--- config.mk ---
export PLATFORM = sky130hd
export DESIGN_NAME = burst_buffer
export DESIGN_NICKNAME = d
export VERILOG_FILES = /design/src/burst_buffer_pkg.sv /design/src/burst_buffer.sv /design/src/burst_reader.sv /design/src/occupancy_shifter.sv /design/src/onehot_counter.sv /design/src/onehot_mux.sv /design/src/small_fifo.sv
export SDC_FILE = /design/constraint.sdc
export NUM_CORES = 1
export LEC_CHECK = 0
export BUFFER_PORTS_ARGS = -buffer_cell sky130_fd_sc_hd__buf_2
export CAP_MARGIN = 20
export CORE_MARGIN = 2
export CORE_UTILIZATION = 55
export DETAILED_ROUTE_END_ITERATION = 10
export PLACE_DENSITY_LB_ADDON = 0.2
export SKIP_CTS_REPAIR_TIMING = 1
export SLEW_MARGIN = 25
export SYNTH_ARGS = -nofsm -noshare
export SYNTH_HDL_FRONTEND = slang
export SYNTH_SLANG_ARGS = --single-unit
--- constraint.sdc ---
create_clock -name clk -period 2 [get_ports clk]
set_input_delay 0.1 -clock clk [delete_from_list [all_inputs] [get_ports clk]]
set_output_delay 0.1 -clock clk [all_outputs]
set_load 0.01 [all_outputs]
--- src/burst_buffer_pkg.sv ---
// Burst buffer shared types
`default_nettype none

package burst_buffer_pkg;

	// ********************
	// Widths and defaults
	// ********************

	// Width of one stored word
	localparam int BW_DATA = 8;

	// Default FIFO depth
	localparam int DEFAULT_DEPTH = 8;
	// Default burst length, never above the depth
	localparam int DEFAULT_BURST_LEN = 4;

	// FIFO word
	typedef logic [BW_DATA-1:0] data_t;

	// ********************
	// Output beat
	// ********************

	// One beat toward the consumer
	typedef struct packed {
		// Entry popped this cycle
		logic valid;
		// Final beat of the burst
		logic last;
		// Popped word
		data_t data;
	} burst_out_t;

	// Burst reader FSM states
	typedef enum logic {
		IDLE,
		DRAIN
	} burst_state_e;

endpackage

`default_nettype wire

--- src/burst_buffer.sv ---
// Burst buffer top level
`timescale 1ns/1ns
`default_nettype none

module burst_buffer
#(
	parameter int DEPTH = burst_buffer_pkg::DEFAULT_DEPTH,
	parameter int BURST_LEN = burst_buffer_pkg::DEFAULT_BURST_LEN
)
(
	input wire logic clk,
	input wire logic rstnn,
	input wire logic enable,
	input wire logic clear,
	input wire logic drain_en,
	input wire logic in_write,
	input wire burst_buffer_pkg::data_t in_data,
	output logic in_ready,
	output logic empty,
	output burst_buffer_pkg::burst_out_t out
);

	import burst_buffer_pkg::*;

	// FIFO to reader
	logic [DEPTH-1:0] level;
	data_t rdata;
	// Reader to FIFO
	logic pop;

	// Entry storage
	small_fifo #(
		.DEPTH(DEPTH)
	) i_small_fifo (
		.clk(clk),
		.rstnn(rstnn),
		.enable(enable),
		.clear(clear),
		.write(in_write),
		.pop(pop),
		.wdata(in_data),
		.rdata(rdata),
		.level(level),
		.in_ready(in_ready),
		.empty(empty)
	);

	// Burst detection and drain
	burst_reader #(
		.DEPTH(DEPTH),
		.BURST_LEN(BURST_LEN)
	) i_burst_reader (
		.clk(clk),
		.rstnn(rstnn),
		.enable(enable),
		.clear(clear),
		.drain_en(drain_en),
		.level(level),
		.rdata(rdata),
		.pop(pop),
		.out(out)
	);

endmodule

`default_nettype wire

--- src/burst_reader.sv ---
// Burst drain controller
`timescale 1ns/1ns
`default_nettype none

module burst_reader
#(
	parameter int DEPTH = burst_buffer_pkg::DEFAULT_DEPTH,
	parameter int BURST_LEN = burst_buffer_pkg::DEFAULT_BURST_LEN
)
(
	input wire logic clk,
	input wire logic rstnn,
	input wire logic enable,
	input wire logic clear,
	input wire logic drain_en,
	input wire logic [DEPTH-1:0] level,
	input wire burst_buffer_pkg::data_t rdata,
	output logic pop,
	output burst_buffer_pkg::burst_out_t out
);

	import burst_buffer_pkg::*;

	// Beat index within a burst
	localparam int BW_BEAT = (BURST_LEN > 1) ? $clog2(BURST_LEN) : 1;
	typedef logic [BW_BEAT-1:0] beat_t;
	localparam beat_t LAST_BEAT = beat_t'(BURST_LEN - 1);

	burst_state_e state;
	beat_t beat_cnt;

	// Current beat closes the burst
	logic last_beat;

	// ********************
	// FSM
	// ********************

	always_ff @(posedge clk or negedge rstnn)
	begin
		if (!rstnn)
		begin
			state <= IDLE;
			beat_cnt <= '0;
		end
		else if (enable)
		begin
			// Clear aborts a running burst
			if (clear)
			begin
				state <= IDLE;
				beat_cnt <= '0;
			end
			else
			begin
				case (state)
					IDLE:
					begin
						// A whole burst must be stored before starting
						if (drain_en && level[BURST_LEN-1])
							state <= DRAIN;
						beat_cnt <= '0;
					end
					DRAIN:
					begin
						// drain_en is ignored once started
						if (last_beat)
						begin
							state <= IDLE;
							beat_cnt <= '0;
						end
						else
							beat_cnt <= beat_cnt + beat_t'(1);
					end
					default:
						state <= IDLE;
				endcase
			end
		end
	end

	// Pop every DRAIN cycle, frozen while disabled or clearing
	assign pop = (state == DRAIN) & enable & ~clear;
	assign last_beat = (beat_cnt == LAST_BEAT);

	// Beat to the consumer, data straight from the FIFO head
	always_comb
	begin
		out.valid = pop;
		out.last = pop & last_beat;
		out.data = rdata;
	end

endmodule

`default_nettype wire

--- src/occupancy_shifter.sv ---
// Thermometer occupancy register
`timescale 1ns/1ns
`default_nettype none

module occupancy_shifter
#(
	parameter int DEPTH = burst_buffer_pkg::DEFAULT_DEPTH
)
(
	input wire logic clk,
	input wire logic rstnn,
	input wire logic enable,
	input wire logic clear,
	input wire logic grow,
	input wire logic shrink,
	output logic [DEPTH-1:0] level,
	output logic full,
	output logic empty
);

	// Bit k set means more than k entries stored
	always_ff @(posedge clk or negedge rstnn)
	begin
		if (!rstnn)
			level <= '0;
		else if (enable)
		begin
			if (clear)
				level <= '0;
			// One more entry, shift a one in at the low end
			else if (grow && !shrink)
				level <= (level << 1) | DEPTH'(1);
			// One entry less
			else if (shrink && !grow)
				level <= level >> 1;
			// Both or neither, occupancy unchanged
		end
	end

	// Top bit set only when every slot is taken
	assign full = level[DEPTH-1];

	// Bottom bit clear means nothing stored
	assign empty = ~level[0];

endmodule

`default_nettype wire

--- src/onehot_counter.sv ---
// Circular one-hot pointer
`timescale 1ns/1ns
`default_nettype none

module onehot_counter
#(
	parameter int DEPTH = burst_buffer_pkg::DEFAULT_DEPTH
)
(
	input wire logic clk,
	input wire logic rstnn,
	input wire logic enable,
	input wire logic clear,
	input wire logic step,
	output logic [DEPTH-1:0] position
);

	// Exactly one bit set at all times
	always_ff @(posedge clk or negedge rstnn)
	begin
		if (!rstnn)
			position <= DEPTH'(1);
		else if (enable)
		begin
			// Back to slot 0
			if (clear)
				position <= DEPTH'(1);
			// Rotate left, top bit wraps to bit 0
			else if (step)
				position <= (position << 1) | (position >> (DEPTH-1));
		end
	end

endmodule

`default_nettype wire

--- src/onehot_mux.sv ---
// One-hot select multiplexer
`timescale 1ns/1ns
`default_nettype none

module onehot_mux
#(
	parameter int DEPTH = burst_buffer_pkg::DEFAULT_DEPTH
)
(
	input wire burst_buffer_pkg::data_t entries [DEPTH],
	input wire logic [DEPTH-1:0] select,
	output burst_buffer_pkg::data_t data_out
);

	import burst_buffer_pkg::*;

	// AND-OR tree, select is one-hot so no priority
	always_comb
	begin
		data_out = '0;
		for (int i = 0; i < DEPTH; i++)
			data_out = data_out | (entries[i] & {BW_DATA{select[i]}});
	end

endmodule

`default_nettype wire

--- src/small_fifo.sv ---
// Small one-hot FIFO
`timescale 1ns/1ns
`default_nettype none

module small_fifo
#(
	parameter int DEPTH = burst_buffer_pkg::DEFAULT_DEPTH
)
(
	input wire logic clk,
	input wire logic rstnn,
	input wire logic enable,
	input wire logic clear,
	input wire logic write,
	input wire logic pop,
	input wire burst_buffer_pkg::data_t wdata,
	output burst_buffer_pkg::data_t rdata,
	output logic [DEPTH-1:0] level,
	output logic in_ready,
	output logic empty
);

	import burst_buffer_pkg::*;

	// Storage slots
	data_t entries [DEPTH];

	// One-hot pointers
	logic [DEPTH-1:0] wr_ptr;
	logic [DEPTH-1:0] rd_ptr;

	// All slots taken
	logic full;

	// Strobes that really move data
	logic write_acc;
	logic pop_acc;

	// ********************
	// Accept logic
	// ********************

	// No space while full, none at all during clear
	assign in_ready = ~full & ~clear;
	assign write_acc = write & in_ready;
	// Pop on empty is ignored
	assign pop_acc = pop & ~empty;

	// Occupancy in thermometer code
	occupancy_shifter #(
		.DEPTH(DEPTH)
	) i_occupancy (
		.clk(clk),
		.rstnn(rstnn),
		.enable(enable),
		.clear(clear),
		.grow(write_acc),
		.shrink(pop_acc),
		.level(level),
		.full(full),
		.empty(empty)
	);

	// Write pointer
	onehot_counter #(
		.DEPTH(DEPTH)
	) i_wr_ptr (
		.clk(clk),
		.rstnn(rstnn),
		.enable(enable),
		.clear(clear),
		.step(write_acc),
		.position(wr_ptr)
	);

	// Read pointer
	onehot_counter #(
		.DEPTH(DEPTH)
	) i_rd_ptr (
		.clk(clk),
		.rstnn(rstnn),
		.enable(enable),
		.clear(clear),
		.step(pop_acc),
		.position(rd_ptr)
	);

	// ********************
	// Storage
	// ********************

	// Only the slot under the write pointer loads
	always_ff @(posedge clk)
	begin
		if (enable && write_acc)
			for (int i = 0; i < DEPTH; i++)
				if (wr_ptr[i])
					entries[i] <= wdata;
	end

	// Head entry, no delay
	onehot_mux #(
		.DEPTH(DEPTH)
	) i_head_mux (
		.entries(entries),
		.select(rd_ptr),
		.data_out(rdata)
	);

endmodule

`default_nettype wire

# Word-level counts from Yosys, hierarchy flattened
# Cells that the tools add are included.
# classes
addsub	1
multipliers	0
n_div	0
magnitude_cmp	0
eq_ne	1
n_shift	0
mux	14
bitwise	27
n_reduce_logical	20
# op_table
op	n
$and 8x8->8	8
$mux 8	7
$or 8x8->8	7
$reduce_and 2->1	11
$or 8x1->8	2
$and 1x1->1	6
$logic_and 1x1->1	4
$mux 2	2
$not 1->1	4
$pmux 2 s2	1
$reduce_bool 2->1	2
$mux 1	3
$reduce_bool 3->1	1
$add 2x1->2 const B	1
$eq 2x2->1 const B	1
$logic_not 1->1	2
$pmux 1 s2	1
# totals
regBits	91
latch_bits	0
ramBits	0
rom_bits	0
inputBits	14
output_inout_bits	12
wordCells	76
n_memories	0

# Longest topological paths before layout
# logic_depth
ltp_word	8
depth_mapped	7
ltp_nobuf	4

# Hierarchy
# Synthesis repeated with hierarchy kept, for this count alone.
# unflattened
hier_cells	282
hier_area_um2	3975.1
# modules_own_cells
module	n_inst	cells_each	area_per_inst_um2	seq_area_each_um2
small_fifo	1	76	2010.7	1921.8
onehot_counter	2	42	434.2	201.4
occupancy_shifter	1	49	538.0	200.2
onehot_mux	1	48	320.3	0.0
burst_reader	1	25	237.7	75.1

# Worst setup path before layout
# No wires, ideal clock.
# synth_path
kind	reg-to-reg
startpoint	reg i_small_fifo.i_occupancy.level[7]
endpoint	reg i_small_fifo.entries[24] (netlist bit) (enable)
setup_time_ps	336
arrival_time_ps	1212
t_required_ps	1664
setup_slack_ps	452
path_stages_with_launch	5
path_buffers	1
period_less_slack_ps	1548
cell_sequence	dfrtp_1 -> nor2_1 -> and3_1 -> buf_2 -> and2_1
# synth_via
elab_chain_len	5
# synth_rtl
item	line	source
from (decl)	occupancy_shifter.sv:16	output logic [DEPTH-1:0] level,
from (signal assigned)	occupancy_shifter.sv:32	level <= (level << 1) | DEPTH'(1);
from (signal assigned)	occupancy_shifter.sv:35	level <= level >> 1;
$not 1->1	small_fifo.sv:44	assign in_ready = ~full & ~clear;
$and 1x1->1	small_fifo.sv:44	
named net in_ready	burst_buffer.sv:18	output logic in_ready,
$and 1x1->1	small_fifo.sv:45	assign write_acc = write & in_ready;
$logic_and 1x1->1	small_fifo.sv:95	if (enable && write_acc)
$reduce_and 2->1 (no line)	-	
to (signal, indexed assignment)	small_fifo.sv:98	entries[i] <= wdata;
to (decl)	small_fifo.sv:26	data_t entries [DEPTH];
# The timed path passes the listed nets, and every way through them passes these cells.
# A chain may end at the register's enable or synchronous reset.

# Final worst setup path
# layout_path
startpoint	reg i_small_fifo.i_occupancy.level[7]
endpoint	reg i_small_fifo.entries[17] (netlist bit) (enable)
# layout_via
elab_chain_len	5
# layout_rtl
item	line
$not 1->1	small_fifo.sv:44
$and 1x1->1	small_fifo.sv:44
$and 1x1->1	small_fifo.sv:45
$logic_and 1x1->1	small_fifo.sv:95
$reduce_and 2->1 (no line)	-
# Every way passes these cells.

==> reports/qor.yml <==
pwr:
  power_leakage_nw: 1.39
  irDropWorstVdd_v: 0.000455
  p_per_area_nw_per_um2: 881
layout:
  fin_cells: 336
  fin_nets: 269
  fill_cells: 470
  antenna_cells: 0
  layout-drive-gt1-share_pct: 18.1
  syn_to_final_growth_pct: 8.91
synth:
  synth_top_area_share_pct: 53.5
  syn_area_per_cell_um2: 15.4
  netlist_top_cells_area: "edfxtp_1 (53%), dfrtp_1 (17%), a22oi_1 (9.4%), o2bb2ai_1 (4.1%), mux2i_1 (2.2%)"
  yosysWarnings: 0
  synth_cell_types: 32
  netlist_area_um2: 3590
  syn-instance-count: 233
  ys_seq_area_share_pct: 72.3
  syn_nets: 248
  synth.largest_area_cell: "edfxtp_1"
  ys_seq_elements: 91
global_route:
  gr-total-overflow: 0
  met2_usage_pct: 31.6
  grt_use_met1_pct: 36.2
  grt_pass1_vias: 2016
  grt_pass1_wl_mm: 11.8
  grt_usage_pct: 23.0
  antenna_found_initial: 0
  grt.busiest_layer: "met1"
  grt_max_degree: 28
  grt_use_met3_pct: 3.89
detailed_routing:
  via_per_inst: 6.47
  dr_total_vias: 2174
  drt-pass1-iter-count: 5
  ant_nets: 0
  drcViolationCount: 0
  wl_per_cell_um: 23.2
  wl_mm: 7.78
  drtIter0Drc: 343
cts:
  numCtsBuffers: 9
  clock_latency_ns: 0.36
  cts_buffer_depth: 2
  clkSinkCount: 91
  htreeDepth: 3
  cts_root_buf: "clkbuf_8"
  clkTransAtPathRegs_ns: 0.09
  cts_tree: "yes"
die:
  core_area_um2: 6350
  io_pins: 26
  rows: 29
  fp.dieW_um: 84.8
  dieArea_um2: 7200
  start_util_pct: 56.6
  fp.dieH_um: 84.8
status:
  violations: "negative hold slack"
  status: "finished with violations"
critical_path:
  cp-end-kind: "flop"
  arrival_ns: 1.83
  cp.required_ns: 2.03
  rr_worst_depth: 3
  cpMaxStageDelayCell: "and3_1"
  crit_chain: "nor2_1, and3_1, and2_1"
  rrSetupSlack_ns: 0.20
  regToRegEndpoint: "i_small_fifo.entries[17]"
  cp_slowest_stage_delay_ns: 0.47
  worstPathMaxFanout: 9
  critPathLaunchType: "flop"
  critPathKind: "reg2reg"
  r2r-start: "i_small_fifo.i_occupancy.level[7]"
timing:
  skew_ns: 0.00838
  worst_pin_slew_ns: 0.606
  hold_viol_final: 1
  min_period_over_period_pct: 89.9
  setup_violations: 0
  drv_slew: 0
  rsz0062_at_grt: "no"
  whs_ns: -0.00116
  finalSetupTns_ns: 0
  period_minus_slack_ns: 1.80
  max_slew_margin_pct: 59.6
  fmax_mhz: 556
worst_hold_path:
  hold_class: "in2reg"
  hold_depth: 3
  min_to: "i_burst_reader.state"
  min_from: "drain_en"
placement:
  place.gp.congestion: 0.885
  dp_hpwl_mm: 5.25
  port_buffers: 25
  placed_cells_incl_taps: 319
run:
  maxCapViolCount: 0
[power breakdown]
group	total [mW]	switching [mW]	internal, mW
combinational	0.225	0.142	0.0826
clock	1.12	0.654	0.462
sequential	2.11	0.0480	2.06
total	3.45	0.844	2.60
[logic make-up (layout without fill, tap and decap cells)]
logic type / after synthesis / count (layout) / share of synthesized area, %
adder cells (fa/ha/maj): 1 / 1 / 0.348
XOR/XNOR: 1 / 1 / 0.244
AO/OA/AOI/OAI: 76 / 76 / 16.3
buffers and inverters: 23 / 49 / 3.31
multiplexers: 8 / 8 / 2.23
AND/OR/NAND/NOR: 33 / 33 / 5.22
flip-flops: 91 / 91 / 72.3
[registers in the layout (all words and copies together), names as in the netlist]
| name | cells |
|---|---|
| i_burst_reader.state | 1 |
| i_small_fifo.i_occupancy.level | 8 |
| i_small_fifo.i_rd_ptr.position | 8 |
| i_small_fifo.i_wr_ptr.position | 8 |
| i_small_fifo.entries | 64 |
| i_burst_reader.beat_cnt | 2 |
[per-layer routing]
layer | part of all wire, % | wire length (um)
met5 | 0 | 0
met4 | 2.4 | 187
met3 | 8.1 | 629
met2 | 44 | 3390
met1 | 46 | 3570
[layout make-up]
type | instances | area, um^2 | share of cell area [%]
flip-flops and latches | 91 | 2600 | 66.4
multi-input cells | 119 | 876 | 22.4
clock buffers | 10 | 128 | 3.26
repair buffers | 27 | 143 | 3.64
clock inverters | 6 | 50.0 | 1.28
well taps | 77 | 96.3 | 2.46
inverters | 6 | 22.5 | 0.575
[critical path, delay by kind of cell, from the launching register on]
family	cells	cell delay [ns]
AND/OR/NAND/NOR	3	1.04
flip-flops	1	0.42
[worst max-delay path by stage]
| stage | start | slack, ns | cells after the start | endpoint |
|---|---|---|---|---|
| 2_1_floorplan | i_small_fifo.i_occupancy.level[7] | 0.45 | 4 | i_small_fifo.entries[24] |
| 3_3_place_gp | i_small_fifo.i_occupancy.level[7] | 0.32 | 3 | i_small_fifo.entries[30] |
| 3_5_place_dp | i_small_fifo.i_occupancy.level[7] | 0.26 | 3 | i_small_fifo.entries[30] |
| 4_1_cts | i_small_fifo.i_occupancy.level[7] | 0.22 | 3 | i_small_fifo.entries[28] |
| 5_1_grt | i_small_fifo.i_occupancy.level[7] | 0.07 | 3 | i_small_fifo.entries[29] |
| 6_report | i_small_fifo.i_occupancy.level[7] | 0.20 | 3 | i_small_fifo.entries[17] |
[metrics by stage]
step                      power (mW)  setup slack (ns)  instance area [um^2]  utilization (%)  hold WS, ns
after global placement          2.37             0.316                  3730             58.7        0.145
after floorplan                 2.26             0.452                  3590                -       -0.196
after global routing            3.56            0.0667                  3920             61.7      0.00648
final                           3.45             0.202                  3920             61.7     -0.00116
after detailed placement        2.37             0.259                  3730             58.7        0.142
after CTS                       3.46             0.222                  3910             61.5       -0.246
[synthesized netlist by cell type, drive strengths merged]
library cell  number
clkbuf            10
o22a               1
a22oi             45
a21oi              3
o221ai             1
and2               8
nand3              1
and3b              1
o22ai              1
xor2               1
o2bb2ai           17
dfrtp             25
nor2               4
a22o               2
dfstp              2
a21o               1
ha                 1
nand2b             1
edfxtp            64
buf                7
nand4              8
mux2i              8
o21ai              5
inv                6
nand2              6
and3               4
[cells in the final DEF (no fill, tap or decap), types with 2 or more instances in the layout]
| cell | synthesis | final |
|---|---|---|
| a22oi_1 | 45 | 45 |
| a22o_1 | 2 | 2 |
| edfxtp_1 | 64 | 64 |
| nand2_1 | 6 | 6 |
| inv_1 | 4 | 4 |
| buf_2 | 2 | 25 |
| clkbuf_8 | 0 | 9 |
| nand4_1 | 8 | 8 |
| clkinv_4 | 0 | 3 |
| dfrtp_1 | 25 | 25 |
| dfstp_2 | 2 | 2 |
| inv_2 | 2 | 2 |
| o2bb2ai_1 | 17 | 17 |
| a21oi_1 | 3 | 3 |
| clkinvlp_4 | 0 | 2 |
| mux2i_1 | 8 | 8 |
| nor2_1 | 4 | 4 |
| o21ai_1 | 3 | 3 |
| and3_1 | 3 | 3 |
| and2_1 | 8 | 8 |
Note: power is estimated with default switching activity, not from simulation.
